**src/lfb_pkg.sv**
```systemverilog
//============================
// Line fill buffer package
// Widths, types, bus codes and FSM states
//============================
package lfb_pkg;

  //============================
  // Widths
  //============================
  localparam int ADDR_W     = 32;
  localparam int WORD_W     = 32;
  localparam int LINE_BEATS = 8;
  localparam int OFFSET_W   = 3;
  localparam int PTR_W      = 3;
  // Line index sits right above the word offset and byte bits
  localparam int INDEX_LO   = 5;
  localparam int INDEX_W    = 10;
  // Address bits 31 to 15
  localparam int TAG_W      = 17;
  localparam int DATA_IDX_W = 12;

  //============================
  // Types
  //============================
  typedef logic [ADDR_W-1:0]     addr_t;
  typedef logic [WORD_W-1:0]     word_t;
  typedef logic [INDEX_W-1:0]    index_t;
  typedef logic [TAG_W-1:0]      tag_t;
  typedef logic [OFFSET_W-1:0]   offset_t;
  // Line index plus offset bits 2 to 1
  typedef logic [DATA_IDX_W-1:0] data_idx_t;
  typedef logic [2*WORD_W-1:0]   dword_t;
  typedef logic [1:0]            size_t;
  typedef logic [2:0]            burst_t;

  // Bus codes
  localparam burst_t BURST_SINGLE = 3'b000;
  localparam burst_t BURST_WRAP8  = 3'b100;
  localparam size_t  SIZE_WORD    = 2'b10;

  // Main fill FSM
  typedef enum logic [1:0] {
    IDLE,
    REQ,
    WFC,
    REF
  } fill_state_e;

endpackage

```
**src/fill_beat_if.sv**
```systemverilog
//============================
// Refill beat stream
//============================
`timescale 1ns/1ps

interface fill_beat_if;
  import lfb_pkg::*;

  logic    valid;
  logic    ready;
  word_t   data;
  offset_t offset;
  logic    first;
  logic    last;
  logic    err;

  // Fill control side
  modport src (output valid, data, offset, first, last, err, input ready);
  // Buffer input, ready tied off at top
  modport buf_in (input valid, data, offset, first, last, err);
  modport buf_out (output valid, data, offset, first, last, err, input ready);
  // Array writer side
  modport sink (input valid, data, offset, first, last, err, output ready);

endinterface

```
**src/lfb_fill_ctrl.sv**
```systemverilog
//============================
// Line fill buffer control
// Request capture, bus request, beat counting, load completion
//============================
`timescale 1ns/1ps

module lfb_fill_ctrl (
  input  logic            lfb_fsm_clk,
  input  logic            cpurst_b,
  input  logic            flush,
  input  logic            create_en,
  input  lfb_pkg::addr_t  create_addr,
  input  logic            create_ca,
  input  lfb_pkg::size_t  create_size,
  input  logic            create_ld,
  input  lfb_pkg::addr_t  probe_addr,
  input  logic            bus_grant,
  input  logic            bus_cmplt,
  input  logic            bus_err,
  input  lfb_pkg::word_t  bus_data,
  input  logic            line_done,
  output logic            bus_req,
  output lfb_pkg::addr_t  bus_addr,
  output lfb_pkg::size_t  bus_size,
  output lfb_pkg::burst_t bus_burst,
  output logic            ld_cmplt,
  output lfb_pkg::word_t  ld_data,
  output logic            async_expt,
  output logic            busy,
  output logic            idle,
  output logic            hit_idx,
  output logic            stb_done,
  output logic            stb_err,
  output logic            pop_en,
  output lfb_pkg::index_t held_index,
  output lfb_pkg::tag_t   held_tag,
  fill_beat_if.src        beat
);
  import lfb_pkg::*;

  fill_state_e state;
  fill_state_e next_state;

  addr_t   req_addr;
  size_t   req_size;
  logic    req_ca;
  logic    req_ld;
  offset_t beat_cnt;
  offset_t start_word;
  logic    err_flag;
  logic    beat_fire;
  logic    ld_capture;
  logic    in_wfc;
  logic    in_ref;

  //============================
  // Main FSM
  //============================
  always_ff @(posedge lfb_fsm_clk or negedge cpurst_b) begin
    if (!cpurst_b) begin
      state <= IDLE;
    end else if (flush) begin
      state <= IDLE;
    end else begin
      state <= next_state;
    end
  end

  always_comb begin
    next_state = state;
    case (state)
      IDLE: if (create_en) next_state = REQ;
      REQ:  if (bus_grant) next_state = WFC;
      // Single beat, error beat or eighth beat ends the bus phase
      WFC: begin
        if (bus_cmplt & (~req_ca | bus_err | (beat_cnt == offset_t'(LINE_BEATS - 1)))) begin
          next_state = REF;
        end
      end
      REF:  if (~req_ca | line_done) next_state = IDLE;
      default: next_state = IDLE;
    endcase
  end

  assign in_wfc = (state == WFC);
  assign in_ref = (state == REF);

  // Request capture
  always_ff @(posedge lfb_fsm_clk) begin
    if (create_en & (state == IDLE)) begin
      req_addr <= create_addr;
      req_size <= create_size;
    end
  end

  always_ff @(posedge lfb_fsm_clk or negedge cpurst_b) begin
    if (!cpurst_b) begin
      req_ca   <= 1'b0;
      req_ld   <= 1'b0;
      beat_cnt <= '0;
      err_flag <= 1'b0;
      ld_cmplt <= 1'b0;
    end else if (flush) begin
      req_ca   <= 1'b0;
      req_ld   <= 1'b0;
      beat_cnt <= '0;
      err_flag <= 1'b0;
      ld_cmplt <= 1'b0;
    end else begin
      if (create_en & (state == IDLE)) begin
        req_ca <= create_ca;
        req_ld <= create_ld;
      end
      if (state == IDLE) begin
        beat_cnt <= '0;
        err_flag <= 1'b0;
      end else if (beat_fire) begin
        beat_cnt <= beat_cnt + offset_t'(1);
        err_flag <= err_flag | bus_err;
      end
      ld_cmplt <= ld_capture & req_ld;
    end
  end

  //============================
  // Bus request and beat stream
  //============================
  assign bus_req   = (state == REQ);
  assign bus_addr  = req_ca ? {req_addr[ADDR_W-1:2], 2'b00} : req_addr;
  assign bus_size  = req_ca ? SIZE_WORD : req_size;
  assign bus_burst = req_ca ? BURST_WRAP8 : BURST_SINGLE;

  assign start_word = req_addr[INDEX_LO-1 -: OFFSET_W];
  assign beat_fire  = in_wfc & bus_cmplt & req_ca;

  // Wrapped offset follows the burst order
  assign beat.valid  = beat_fire;
  assign beat.data   = bus_data;
  assign beat.offset = start_word + beat_cnt;
  assign beat.first  = (beat_cnt == '0);
  assign beat.last   = (beat_cnt == offset_t'(LINE_BEATS - 1));
  assign beat.err    = bus_err;

  //============================
  // Load completion
  //============================
  // Critical word is the first beat of a cacheable burst
  assign ld_capture = in_wfc & bus_cmplt & (~req_ca | (beat_cnt == '0));

  always_ff @(posedge lfb_fsm_clk) begin
    if (ld_capture) begin
      ld_data <= bus_data;
    end
  end

  assign async_expt = in_wfc & bus_cmplt & bus_err & req_ld;

  //============================
  // Status and store buffer
  //============================
  assign idle       = (state == IDLE);
  assign busy       = ~idle;
  assign held_index = req_addr[INDEX_LO +: INDEX_W];
  assign held_tag   = req_addr[ADDR_W-1 -: TAG_W];
  assign hit_idx    = (probe_addr[INDEX_LO +: INDEX_W] == held_index) & busy & req_ca;

  assign stb_done = in_ref & req_ca & line_done & ~err_flag;
  assign stb_err  = in_ref & req_ca & line_done & err_flag;
  assign pop_en   = in_ref & (~req_ca | line_done);

endmodule

```
**src/lfb_beat_fifo.sv**
```systemverilog
//============================
// Refill beat buffer
// Decouples bus beats from array writes
//============================
`timescale 1ns/1ps

module lfb_beat_fifo (
  input  logic        lfb_fsm_clk,
  input  logic        cpurst_b,
  input  logic        flush,
  fill_beat_if.buf_in  wr,
  fill_beat_if.buf_out rd
);
  import lfb_pkg::*;

  // Beat storage
  word_t   mem_data  [LINE_BEATS];
  offset_t mem_offset[LINE_BEATS];
  logic [LINE_BEATS-1:0] mem_first;
  logic [LINE_BEATS-1:0] mem_last;
  logic [LINE_BEATS-1:0] mem_err;

  logic [PTR_W-1:0] wr_ptr;
  logic [PTR_W-1:0] rd_ptr;
  logic [PTR_W:0]   count;
  logic             full;
  logic             push;
  logic             pop;

  assign full = count[PTR_W];
  assign push = wr.valid & ~full;
  assign pop  = rd.valid & rd.ready;

  always_ff @(posedge lfb_fsm_clk) begin
    if (push) begin
      mem_data[wr_ptr]   <= wr.data;
      mem_offset[wr_ptr] <= wr.offset;
      mem_first[wr_ptr]  <= wr.first;
      mem_last[wr_ptr]   <= wr.last;
      mem_err[wr_ptr]    <= wr.err;
    end
  end

  // Pointers wrap on their own, depth is a power of two
  always_ff @(posedge lfb_fsm_clk or negedge cpurst_b) begin
    if (!cpurst_b) begin
      wr_ptr <= '0;
      rd_ptr <= '0;
      count  <= '0;
    end else if (flush) begin
      wr_ptr <= '0;
      rd_ptr <= '0;
      count  <= '0;
    end else begin
      if (push) wr_ptr <= wr_ptr + 1'b1;
      if (pop)  rd_ptr <= rd_ptr + 1'b1;
      case ({push, pop})
        2'b10:   count <= count + 1'b1;
        2'b01:   count <= count - 1'b1;
        default: count <= count;
      endcase
    end
  end

  // Oldest beat held until taken
  assign rd.valid  = (count != '0);
  assign rd.data   = mem_data[rd_ptr];
  assign rd.offset = mem_offset[rd_ptr];
  assign rd.first  = mem_first[rd_ptr];
  assign rd.last   = mem_last[rd_ptr];
  assign rd.err    = mem_err[rd_ptr];

endmodule

```
**src/lfb_array_writer.sv**
```systemverilog
//============================
// Cache array writer
// Tag and data writes for buffered refill beats
//============================
`timescale 1ns/1ps

module lfb_array_writer (
  input  logic                 lfb_fsm_clk,
  input  logic                 cpurst_b,
  input  logic                 flush,
  input  lfb_pkg::index_t      held_index,
  input  lfb_pkg::tag_t        held_tag,
  input  logic                 array_ready,
  fill_beat_if.sink            beat,
  output logic                 tag_req,
  output lfb_pkg::index_t      tag_idx,
  output logic [lfb_pkg::TAG_W:0] tag_din,
  output logic                 data_req,
  output lfb_pkg::data_idx_t   data_idx,
  output logic [1:0]           data_bank,
  output lfb_pkg::dword_t      data_din,
  output logic                 line_done
);
  import lfb_pkg::*;

  // Final tag write with the valid bit set is pending
  logic fin_pend;
  logic beat_good;
  logic beat_take;

  assign beat_good = beat.valid & ~beat.err & ~fin_pend;

  // Error beats drain without touching the arrays
  assign beat.ready = ~fin_pend & (beat.err | array_ready);
  assign beat_take  = beat.valid & beat.ready;

  //============================
  // Tag array
  //============================
  // First beat clears valid, final write sets it
  assign tag_req = fin_pend | (beat_good & beat.first);
  assign tag_idx = held_index;
  assign tag_din = {fin_pend, held_tag};

  //============================
  // Data array
  //============================
  assign data_req  = beat_good;
  assign data_idx  = {held_index, beat.offset[OFFSET_W-1:1]};
  assign data_bank = {beat.offset[0], ~beat.offset[0]};
  // Same word in both halves, bank picks the half
  assign data_din  = {beat.data, beat.data};

  always_ff @(posedge lfb_fsm_clk or negedge cpurst_b) begin
    if (!cpurst_b) begin
      fin_pend  <= 1'b0;
      line_done <= 1'b0;
    end else if (flush) begin
      fin_pend  <= 1'b0;
      line_done <= 1'b0;
    end else begin
      line_done <= (fin_pend & array_ready) | (beat_take & beat.err);
      if (beat_take & beat.last & ~beat.err) begin
        fin_pend <= 1'b1;
      end else if (fin_pend & array_ready) begin
        fin_pend <= 1'b0;
      end
    end
  end

endmodule

```
**src/lfb_top.sv**
```systemverilog
//============================
// Line fill buffer top
// Fill control, beat buffer and array writer
//============================
`timescale 1ns/1ps

module lfb_top (
  input  logic                    lfb_fsm_clk,
  input  logic                    cpurst_b,
  input  logic                    flush,
  // Cache request side
  input  logic                    create_en,
  input  lfb_pkg::addr_t          create_addr,
  input  logic                    create_ca,
  input  lfb_pkg::size_t          create_size,
  input  logic                    create_ld,
  input  lfb_pkg::addr_t          probe_addr,
  // Bus side
  input  logic                    bus_grant,
  input  logic                    bus_cmplt,
  input  logic                    bus_err,
  input  lfb_pkg::word_t          bus_data,
  output logic                    bus_req,
  output lfb_pkg::addr_t          bus_addr,
  output lfb_pkg::size_t          bus_size,
  output lfb_pkg::burst_t         bus_burst,
  // Load and store buffer status
  output logic                    ld_cmplt,
  output lfb_pkg::word_t          ld_data,
  output logic                    async_expt,
  output logic                    busy,
  output logic                    idle,
  output logic                    hit_idx,
  output logic                    stb_done,
  output logic                    stb_err,
  output logic                    pop_en,
  // Cache arrays
  input  logic                    array_ready,
  output logic                    tag_req,
  output lfb_pkg::index_t         tag_idx,
  output logic [lfb_pkg::TAG_W:0] tag_din,
  output logic                    data_req,
  output lfb_pkg::data_idx_t      data_idx,
  output logic [1:0]              data_bank,
  output lfb_pkg::dword_t         data_din
);
  import lfb_pkg::*;

  index_t held_index;
  tag_t   held_tag;
  logic   line_done;

  fill_beat_if beat_in ();
  fill_beat_if beat_out ();

  // Buffer holds a full line, so the bus side never stalls
  assign beat_in.ready = 1'b1;

  lfb_fill_ctrl u_fill_ctrl (
    .lfb_fsm_clk (lfb_fsm_clk), .cpurst_b (cpurst_b), .flush (flush),
    .create_en (create_en), .create_addr (create_addr), .create_ca (create_ca),
    .create_size (create_size), .create_ld (create_ld), .probe_addr (probe_addr),
    .bus_grant (bus_grant), .bus_cmplt (bus_cmplt), .bus_err (bus_err),
    .bus_data (bus_data), .line_done (line_done), .bus_req (bus_req),
    .bus_addr (bus_addr), .bus_size (bus_size), .bus_burst (bus_burst),
    .ld_cmplt (ld_cmplt), .ld_data (ld_data), .async_expt (async_expt),
    .busy (busy), .idle (idle), .hit_idx (hit_idx), .stb_done (stb_done),
    .stb_err (stb_err), .pop_en (pop_en), .held_index (held_index),
    .held_tag (held_tag), .beat (beat_in.src)
  );

  lfb_beat_fifo u_beat_fifo (
    .lfb_fsm_clk (lfb_fsm_clk), .cpurst_b (cpurst_b), .flush (flush),
    .wr (beat_in.buf_in), .rd (beat_out.buf_out)
  );

  lfb_array_writer u_array_writer (
    .lfb_fsm_clk (lfb_fsm_clk), .cpurst_b (cpurst_b), .flush (flush),
    .held_index (held_index), .held_tag (held_tag), .array_ready (array_ready),
    .beat (beat_out.sink), .tag_req (tag_req), .tag_idx (tag_idx),
    .tag_din (tag_din), .data_req (data_req), .data_idx (data_idx),
    .data_bank (data_bank), .data_din (data_din), .line_done (line_done)
  );

endmodule

```
**config.mk**
```make
export PLATFORM = sky130hd
export DESIGN_NAME = lfb_top
export DESIGN_NICKNAME = d
export VERILOG_FILES = /design/src/lfb_pkg.sv /design/src/fill_beat_if.sv /design/src/lfb_fill_ctrl.sv /design/src/lfb_beat_fifo.sv /design/src/lfb_array_writer.sv /design/src/lfb_top.sv
export SDC_FILE = /design/constraint.sdc
export NUM_CORES = 1
export LEC_CHECK = 0
export ABC_CLOCK_PERIOD_IN_PS = 15200
export BUFFER_PORTS_ARGS = -buffer_cell sky130_fd_sc_hd__buf_2
export CELL_PAD_IN_SITES_DETAIL_PLACEMENT = 0
export CELL_PAD_IN_SITES_GLOBAL_PLACEMENT = 2
export CORE_MARGIN = 2
export CORE_UTILIZATION = 38
export DETAILED_ROUTE_END_ITERATION = 8
export PLACE_DENSITY = 0.85
export SYNTH_ARGS = -nofsm -noshare
export SYNTH_HDL_FRONTEND = slang
export SYNTH_HIERARCHICAL = 1
export SYNTH_SLANG_ARGS = --single-unit
```
**constraint.sdc**
```tcl
create_clock -name lfb_fsm_clk -period 15.2 [get_ports lfb_fsm_clk]
set_input_delay 3.04 -clock lfb_fsm_clk [delete_from_list [all_inputs] [get_ports lfb_fsm_clk]]
set_output_delay 3.04 -clock lfb_fsm_clk [all_outputs]
set_load 0.01 [all_outputs]
```
Word-level counts from Yosys, hierarchy flattened
Memories as Yosys holds them, arrays and structs flattened.
Cells that the tools add are included.
{ "word_totals": {"register_bits": 111, "latch_bits": 0, "mem_bits_rw": 280, "mem_bits_ro": 0, "input_bits": 108, "output_inout_bits": 186, "elab_cells": 133, "n_memories": 2} }
{ "memory_table": {"columns": ["memory", "depth", "width", "rd", "rd_clocked_by_memory_dff", "write_ports", "line_no", "rtl"], "rows": [
  ["u_beat_fifo.mem_data", 8, 32, 1, 0, 1, "lfb_beat_fifo.sv:17", "word_t mem_data [LINE_BEATS];"],
  ["u_beat_fifo.mem_offset", 8, 3, 1, 0, 1, "lfb_beat_fifo.sv:18", "offset_t mem_offset[LINE_BEATS];"]
]} }
{ "classes": {"addsub": 6, "multipliers": 0, "n_div": 0, "magnitude_cmp": 3, "eq_ne": 11, "shift": 0, "mux": 43, "bitwise": 40, "n_reduce_logical": 11} }
{ "op_table": {"columns": ["operator", "count"], "rows": [
  ["bitwise AND 1 bit", 25],
  ["bitwise mux 8 bit", 3],
  ["two-way mux 3 bit", 8],
  ["two-way mux 1 bit", 18],
  ["two-way mux 2 bit", 7],
  ["inequality test 3 bit (second input constant)", 4],
  ["== test 10 bit", 1],
  ["adder 3 x 1 -> 3 bit (second input constant)", 3],
  ["binary-select mux 1 bit (select 3 bit)", 3],
  ["nonzero test 3 bit", 3],
  ["< comparator 3 x 4 -> 1 bit (second input constant)", 2],
  ["bitwise OR 1 bit", 8],
  ["case mux 2 bit (4 select lines)", 1],
  ["case mux 4 bit (2 select lines)", 1],
  ["NOT 1 bit", 7],
  ["== test 2 bit (second input constant)", 3],
  ["nonzero test 2 bit", 3],
  ["adder 4 x 1 -> 4 bit (second input constant)", 1],
  ["== test 2 x 1 -> 1 bit (second input constant)", 2],
  ["two-way mux 4 bit", 1],
  ["AND reduction 4 bit", 1],
  ["nonzero test 4 bit", 1],
  ["subtractor 4 x 1 -> 4 bit (second input constant)", 1],
  ["adder 3 bit", 1],
  ["other kinds (6)", 6]
]} }

Longest topological paths before layout
Gate-level depths: netlist of run 1.
{ "depth": {"word_depth": 9, "mapped_depth": 15, "depth_no_buf": 11} }

By module
The synthesis of run 1 kept the hierarchy.
{ "modules_own_cells": {"columns": ["mod", "instances", "cells_per_inst", "area_per_inst_um2", "seq_area_each_um2"], "rows": [
  ["lfb_beat_fifo", 1, 516, 12087.8, 9379.0],
  ["lfb_fill_ctrl", 1, 248, 3455.8, 2207.1],
  ["lfb_array_writer", 1, 120, 915.9, 50.0],
  ["lfb_top", 1, 1, 3.8, 0.0]
]} }

Worst setup path after synthesis of run 1
Ideal clock, no wire load.
{ "synth_timing": {"kind": "input-to-reg", "start": "input bus_cmplt", "end": "memory u_beat_fifo/mem_data[0][0] in the netlist's numbering, enable pin", "setup_time_ns": 0.528, "arrival_time_ns": 7.216, "setup_slack_ns": 7.456, "cell_stages": 5, "path_buffers": 2, "cell_sequence": "and3_1 buf_2 nand2b_1 clkbuf_1 nor4_1"} }
{ "synth_via": {"elab_chain_len": 5} }
{ "synth_lines": {"columns": ["element", "line_no", "rtl"], "rows": [
  ["start: declaration", "lfb_top.sv:20", "input logic bus_cmplt,"],
  ["bitwise AND 1 bit (2 in series)", "lfb_fill_ctrl.sv:134", "assign beat_fire = in_wfc & bus_cmplt & req_ca;"],
  ["net beat_in.valid", "fill_beat_if.sv:9", "logic valid;"],
  ["bitwise AND 1 bit", "lfb_beat_fifo.sv:31", "assign push = wr.valid & ~full;"],
  ["two-way mux 1 bit", "lfb_beat_fifo.sv:35", "if (push) begin"],
  ["two-way mux 1 bit (implied by the code)", "lfb_beat_fifo.sv:36", "mem_data[wr_ptr] <= wr.data;"],
  ["end: declaration", "lfb_beat_fifo.sv:17", null]
]} }
The timed path passes the listed nets, and every way through them passes these cells.

Worst setup path in the final report of run 1
{ "layout_timing": {"start": "input probe_addr[9]", "end": "output hit_idx"} }
{ "layout_via": {"elab_chain_len": 3} }
{ "layout_lines": {"columns": ["element", "line_no", "rtl"], "rows": [
  ["start: declaration", "lfb_top.sv:17", "input lfb_pkg::addr_t probe_addr,"],
  ["== test 10 bit", "lfb_fill_ctrl.sv:165", "assign hit_idx = (probe_addr[INDEX_LO +: INDEX_W] == held_index) & busy & req_ca;"],
  ["bitwise AND 1 bit (2 in series)", "lfb_fill_ctrl.sv:165", null],
  ["end: declaration", "lfb_top.sv:33", "output logic hit_idx,"]
]} }
No other way between the ends.

==> results_dict.tcl, run 1 <==
set metrics [dict create \
    number_of_antenna_violations_at_the_first_check_in_global_routing 2 \
    syn-instance-count 884 \
    detail_route.iter0.violations 278 \
    worstPathMaxFanout 1 \
    post-route-drc-count 0 \
    drtPass1Iterations 5 \
    finalCritPeriodShare 0.474 \
    worstSetupEndpointType "output pin" \
    htreeDepth 2 \
    layout-drive-gt1-share 0.470 \
    syn_area_per_cell_um2 18.6 \
    sequential_cell_area_um2 11600 \
    diodes 0 \
    start_util 0.384 \
    die_area_um2 45000 \
    grt_setup_unrepaired "false" \
    buffer_ports.inserted 269 \
    fillers 3752 \
    post_layout_nonfiller_instances 1599 \
    timing.critical_path.arrival_ns 4.17 \
    fp.coreArea_um2 42900 \
    slew-limit-headroom 0.315 \
    detail_route.wl_per_cell_um 19.5 \
    critPathLaunchType "input port" \
    routability_congestion_estimate_from_global_placement 0.715 \
    final_cell_mix "370 x sky130_fd_sc_hd__edfxtp_1, 269 x sky130_fd_sc_hd__buf_2, 76 x sky130_fd_sc_hd__mux4_2" \
    layout_commonest_cell "sky130_fd_sc_hd__edfxtp_1" \
    clock_sinks 391 \
    worst_slew_pin_slew_ns 1.02 \
    clk_pin_slew_ns 0.05 \
    timing.final.setup_violations 0 \
    place_hpwl_mm 17.5 \
    p_leak_nw 6.39 \
    holdCritPathClass "flip-flop to flip-flop" \
    max_cap_viol_count 0 \
    via_count 7584 \
    placed_cells_incl_taps 1524 \
    multi_input_area_um2 3180 \
    worst_ep_required_time_ns 12.16 \
    gr-total-overflow 0 \
    clock_tree.root_cell "sky130_fd_sc_hd__clkbuf_16" \
    die_height_um 212 \
    tritoncts "done" \
    maxClockFrequency_mhz 139 \
    groute.usage.overall 0.140 \
    num_rows 76 \
    r2r.worst_path.cells 10 \
    setup.worst_path.class "input port to output pin" \
    route.detailed.vias_per_inst 4.74 \
    final_hold_viol_count 0 \
    pin_count 294 \
    floorplan.die.width_um 212 \
    wirelength_mm 31.1 \
    totalPowerFinal_mw 2.92 \
    layout_min_cycle_time_ns 7.21 \
    power_per_cell_area_nw_per_um2 159 \
    via_count_of_the_first_global_routing_pass 7570 \
    clockBufferDepth 3 \
    final_nets 1103 \
    drv_slew 0 \
    number_of_gates_resized_after_cts 0 \
    ctsHoldBuffers 0 \
    cts_made_buffers 41 \
    netlist_area_um2 16500 \
    run_status "finished clean" \
    largest_net_degree_at_the_start_of_global_routing 63 \
    worstSkewPairLatency_ns 0.56 \
    syn_to_final_growth_pct 11.8 \
    post-cts-setup-buffer-count 0 \
    peakVddDrop_v 0.000128 \
    ys_warn_count 6 \
    ant_nets 0 \
    timing.hold.worst_path_depth 2 \
    finalSetupTns_ns 0 \
    grt_first_pass_wirelength_mm 45.8 \
    timing.clock.skew_ns 0.0203 \
]
[per-layer routing]
metal  up-vias  wire (um)  track usage
li1       3384          -            -
met1      3883      13500        0.183
met4         4        645       0.0396
met2       268      14900        0.228
met5         -         25            0
met3        45       1980       0.0387
[metrics by stage]
step                hold WS [ns]  worst slack (ns)   util  instance area, um^2
global placement           0.537              7.90  0.397                17000
floorplan                  0.512              7.46      -                16500
detailed placement         0.545              7.95  0.397                17000
finish                     0.558              7.99  0.429                18400
CTS                        0.555              7.94  0.429                18400
global route               0.590              7.90  0.429                18400
[worst max-delay path: stages]
cell and delay [ns]:
sky130_fd_sc_hd__buf_2 0.10, sky130_fd_sc_hd__xor2_1 0.15, sky130_fd_sc_hd__nor4_1 0.37, sky130_fd_sc_hd__nand4_1 0.14
sky130_fd_sc_hd__nor4_1 0.18, sky130_fd_sc_hd__buf_2 0.18
[power by group]
group	total, mW	internal (mW)	switching (mW)	leakage, nW
Clock	1.01	0.603	0.405	0.666
Sequential	1.29	1.23	0.0579	3.61
Combinational	0.628	0.308	0.321	2.11
Total	2.92	2.14	0.783	6.39
[sequential cells by signal (all words and copies together), names as in the netlist]
name,count
u_beat_fifo/mem_first,8
u_beat_fifo/mem_err,8
u_beat_fifo/mem_last,8
u_array_writer/line_done,1
u_fill_ctrl/req_ca,1
u_beat_fifo/wr_ptr,3
u_fill_ctrl/err_flag,1
u_beat_fifo/rd_ptr,3
u_array_writer/fin_pend,1
u_fill_ctrl/ld_data,32
u_beat_fifo/mem_data,256
u_beat_fifo/count,4
u_beat_fifo/mem_offset,24
u_fill_ctrl/state,2
u_fill_ctrl/beat_cnt,3
u_fill_ctrl/ld_cmplt,1
u_fill_ctrl/req_addr,32
u_fill_ctrl/req_ld,1
u_fill_ctrl/req_size,2
[area by class of cell]
class	instances	share of cell area
Clock buffer	51	0.0601
Clock inverter	24	0.0138
Inverter	11	0.00224
Multi-Input combinational cell	255	0.173
Sequential cell	391	0.633
Tap cell	585	0.0398
Timing Repair Buffer	282	0.0785
[path summary, 6_finish.rpt]
kind,end,start,slack [ns]
max,hit_idx,probe_addr[9],7.99
min,u_fill_ctrl/req_ld$_DFFE_PN0P_,u_fill_ctrl/req_ld$_DFFE_PN0P_,0.56
max reg2reg,u_beat_fifo/count[3]$_DFFE_PN0P_,u_beat_fifo/rd_ptr[0]$_DFFE_PN0P_,11.67
min reg2reg,u_fill_ctrl/req_ld$_DFFE_PN0P_,u_fill_ctrl/req_ld$_DFFE_PN0P_,0.56
max in group asynchronous,u_beat_fifo/rd_ptr[1]$_DFFE_PN0P_,cpurst_b,12.34
min in group asynchronous,u_beat_fifo/count[2]$_DFFE_PN0P_,cpurst_b,2.45
Power figures use the tool's default switching activity.
==> run 2: changes to the inputs <==
Settings changed: ABC_CLOCK_PERIOD_IN_PS 15200 to 6500, CORE_UTILIZATION 38 to 37, PLACE_DENSITY 0.85 to 0.86.
Clock period 15.2 ns to 6.5 ns, I/O delays scaled along.
==> results_dict.tcl, run 2 (synthesized netlist as in run 1, its figures left out) <==
set metrics [dict create \
    run_status "finished clean" \
    gr-total-overflow 0 \
    drtPass1Iterations 4 \
    diodes 0 \
    layout_commonest_cell "sky130_fd_sc_hd__edfxtp_1" \
    layout_min_cycle_time_ns 4.57 \
    number_of_gates_resized_after_cts 0 \
    number_of_antenna_violations_at_the_first_check_in_global_routing 1 \
    setup.worst_path.class "flip-flop to output pin" \
    final_nets 1108 \
    critPathLaunchType "flip-flop" \
    pin_count 294 \
    clock_sinks 391 \
    die_area_um2 46200 \
    detail_route.wl_per_cell_um 19.5 \
    start_util 0.374 \
    wirelength_mm 31.4 \
    grt_util_met1 0.183 \
    via_count_of_the_first_global_routing_pass 7765 \
    fp.coreArea_um2 44000 \
    die_height_um 215 \
    groute.usage.overall 0.136 \
    syn_to_final_growth_pct 11.6 \
    ant_nets 0 \
    htreeDepth 2 \
    worstSetupEndpointType "output pin" \
    peakVddDrop_v 0.000230 \
    clk_pin_slew_ns 0.06 \
    ctsHoldBuffers 0 \
    place_hpwl_mm 18.3 \
    gr-usage-met2 0.220 \
    post-route-drc-count 0 \
    final_hold_viol_count 0 \
    routability_congestion_estimate_from_global_placement 0.722 \
    grtUsageMet3 0.0379 \
    timing.hold.worst_path_depth 2 \
    largest_net_degree_at_the_start_of_global_routing 43 \
    detailedPlace.worstSlack_ns 2.10 \
    floorplan.die.width_um 215 \
    clockBufferDepth 3 \
    finalSetupTns_ns 0 \
    post-route-worst-setup-slack_ns 1.93 \
    max_flop_register "u_beat_fifo/mem_data" \
    layout-drive-gt1-share 0.470 \
    r2r.worst_path.cells 7 \
    power_per_cell_area_nw_per_um2 364 \
    worst_slew_pin_slew_ns 1.25 \
    worst_ep_required_time_ns 5.20 \
    clock_tree.root_cell "sky130_fd_sc_hd__clkbuf_16" \
    route.detailed.vias_per_inst 4.68 \
    tritoncts "done" \
    worstPathMaxFanout 42 \
    p_leak_nw 6.37 \
    busiest_layer "met2" \
    maxClockFrequency_mhz 219 \
    post-cts-setup-buffer-count 0 \
    registers_with_the_most_flip_flops "u_beat_fifo/mem_data (256), u_fill_ctrl/ld_data (32), u_fill_ctrl/req_addr (32)" \
    timing.final.setup_violations 0 \
    timing.critical_path.arrival_ns 3.27 \
    finalCritPeriodShare 0.702 \
    buffer_ports.inserted 269 \
    grt_first_pass_wirelength_mm 47.1 \
    final_cell_mix "370 x sky130_fd_sc_hd__edfxtp_1, 269 x sky130_fd_sc_hd__buf_2, 76 x sky130_fd_sc_hd__mux4_2" \
    fillers 3879 \
    holdCritPathClass "flip-flop to flip-flop" \
    worstSkewPairLatency_ns 0.56 \
    via_count 7535 \
    cts_made_buffers 42 \
    max_cap_viol_count 0 \
    slew-limit-headroom 0.167 \
    grt_setup_unrepaired "false" \
    largest_register_ff_count 256 \
    timing.clock.skew_ns 0.0116 \
    drv_slew 0 \
    num_rows 77 \
    detail_route.iter0.violations 407 \
]
run 2: per-layer routing:
layer	share of wire	vias to the layer above
li1	-	3394
met1	0.44	3856
met2	0.48	243
met3	0.062	40
met4	0.017	2
met5	0.00038	-
run 2: worst paths after layout:
kind | slack [ns] | from | to
setup / recovery | 1.93 | u_beat_fifo/rd_ptr[0]$_DFFE_PN0P_ | data_din[8]
hold / removal | 0.55 | u_fill_ctrl/req_ld$_DFFE_PN0P_ | u_fill_ctrl/req_ld$_DFFE_PN0P_
setup reg to reg | 2.77 | u_fill_ctrl/state[0]$_DFFE_PN0P_ | u_beat_fifo/mem_data[6][21]$_DFFE_PP_
hold reg to reg | 0.55 | u_fill_ctrl/req_ld$_DFFE_PN0P_ | u_fill_ctrl/req_ld$_DFFE_PN0P_
max in group asynchronous | 5.39 | cpurst_b | u_beat_fifo/rd_ptr[1]$_DFFE_PN0P_
min in group asynchronous | 0.71 | cpurst_b | u_array_writer/fin_pend$_DFFE_PN0P_
run 2: metrics by stage:
| step | hold WS, ns | instance area, um^2 | power (mW) | util | std cells |
|---|---|---|---|---|---|
| final | 0.551 | 18400 | 6.69 | 0.417 | 1611 |
| after global routing | 0.592 | 18400 | 7.03 | 0.417 | 1611 |
| after CTS | 0.549 | 18400 | 6.81 | 0.417 | 1611 |
| after detailed placement | 0.541 | 17100 | 4.56 | 0.388 | 1535 |
| after global placement | 0.532 | 17100 | 4.55 | 0.388 | 1535 |
| after floorplan | 0.512 | 16500 | 4.44 | - | 885 |
run 2: cell type report:
cell class              count  area (um^2)  area share
inverters                  11         41.3     0.00225
clock inverters            25          203      0.0110
multi-input cells         255         3180       0.173
flip-flops and latches    391        11600       0.634
repair buffers            286         1470      0.0802
well taps                 592          741      0.0403
clock buffers              51         1080      0.0591
run 2: worst max-delay path, cell delays in order (launching register included):
cell and delay [ns]:
sky130_fd_sc_hd__dfrtp_4 0.99, sky130_fd_sc_hd__buf_4 0.63, sky130_fd_sc_hd__mux4_2 0.58, sky130_fd_sc_hd__mux2_2 0.32
sky130_fd_sc_hd__buf_2 0.15
run 2: report_power, final:
part	internal (mW)	switching [mW]	total, mW	leakage, nW
registers	2.88	0.171	3.05	3.61
clock network	1.25	0.963	2.21	0.623
logic	0.719	0.713	1.43	2.13
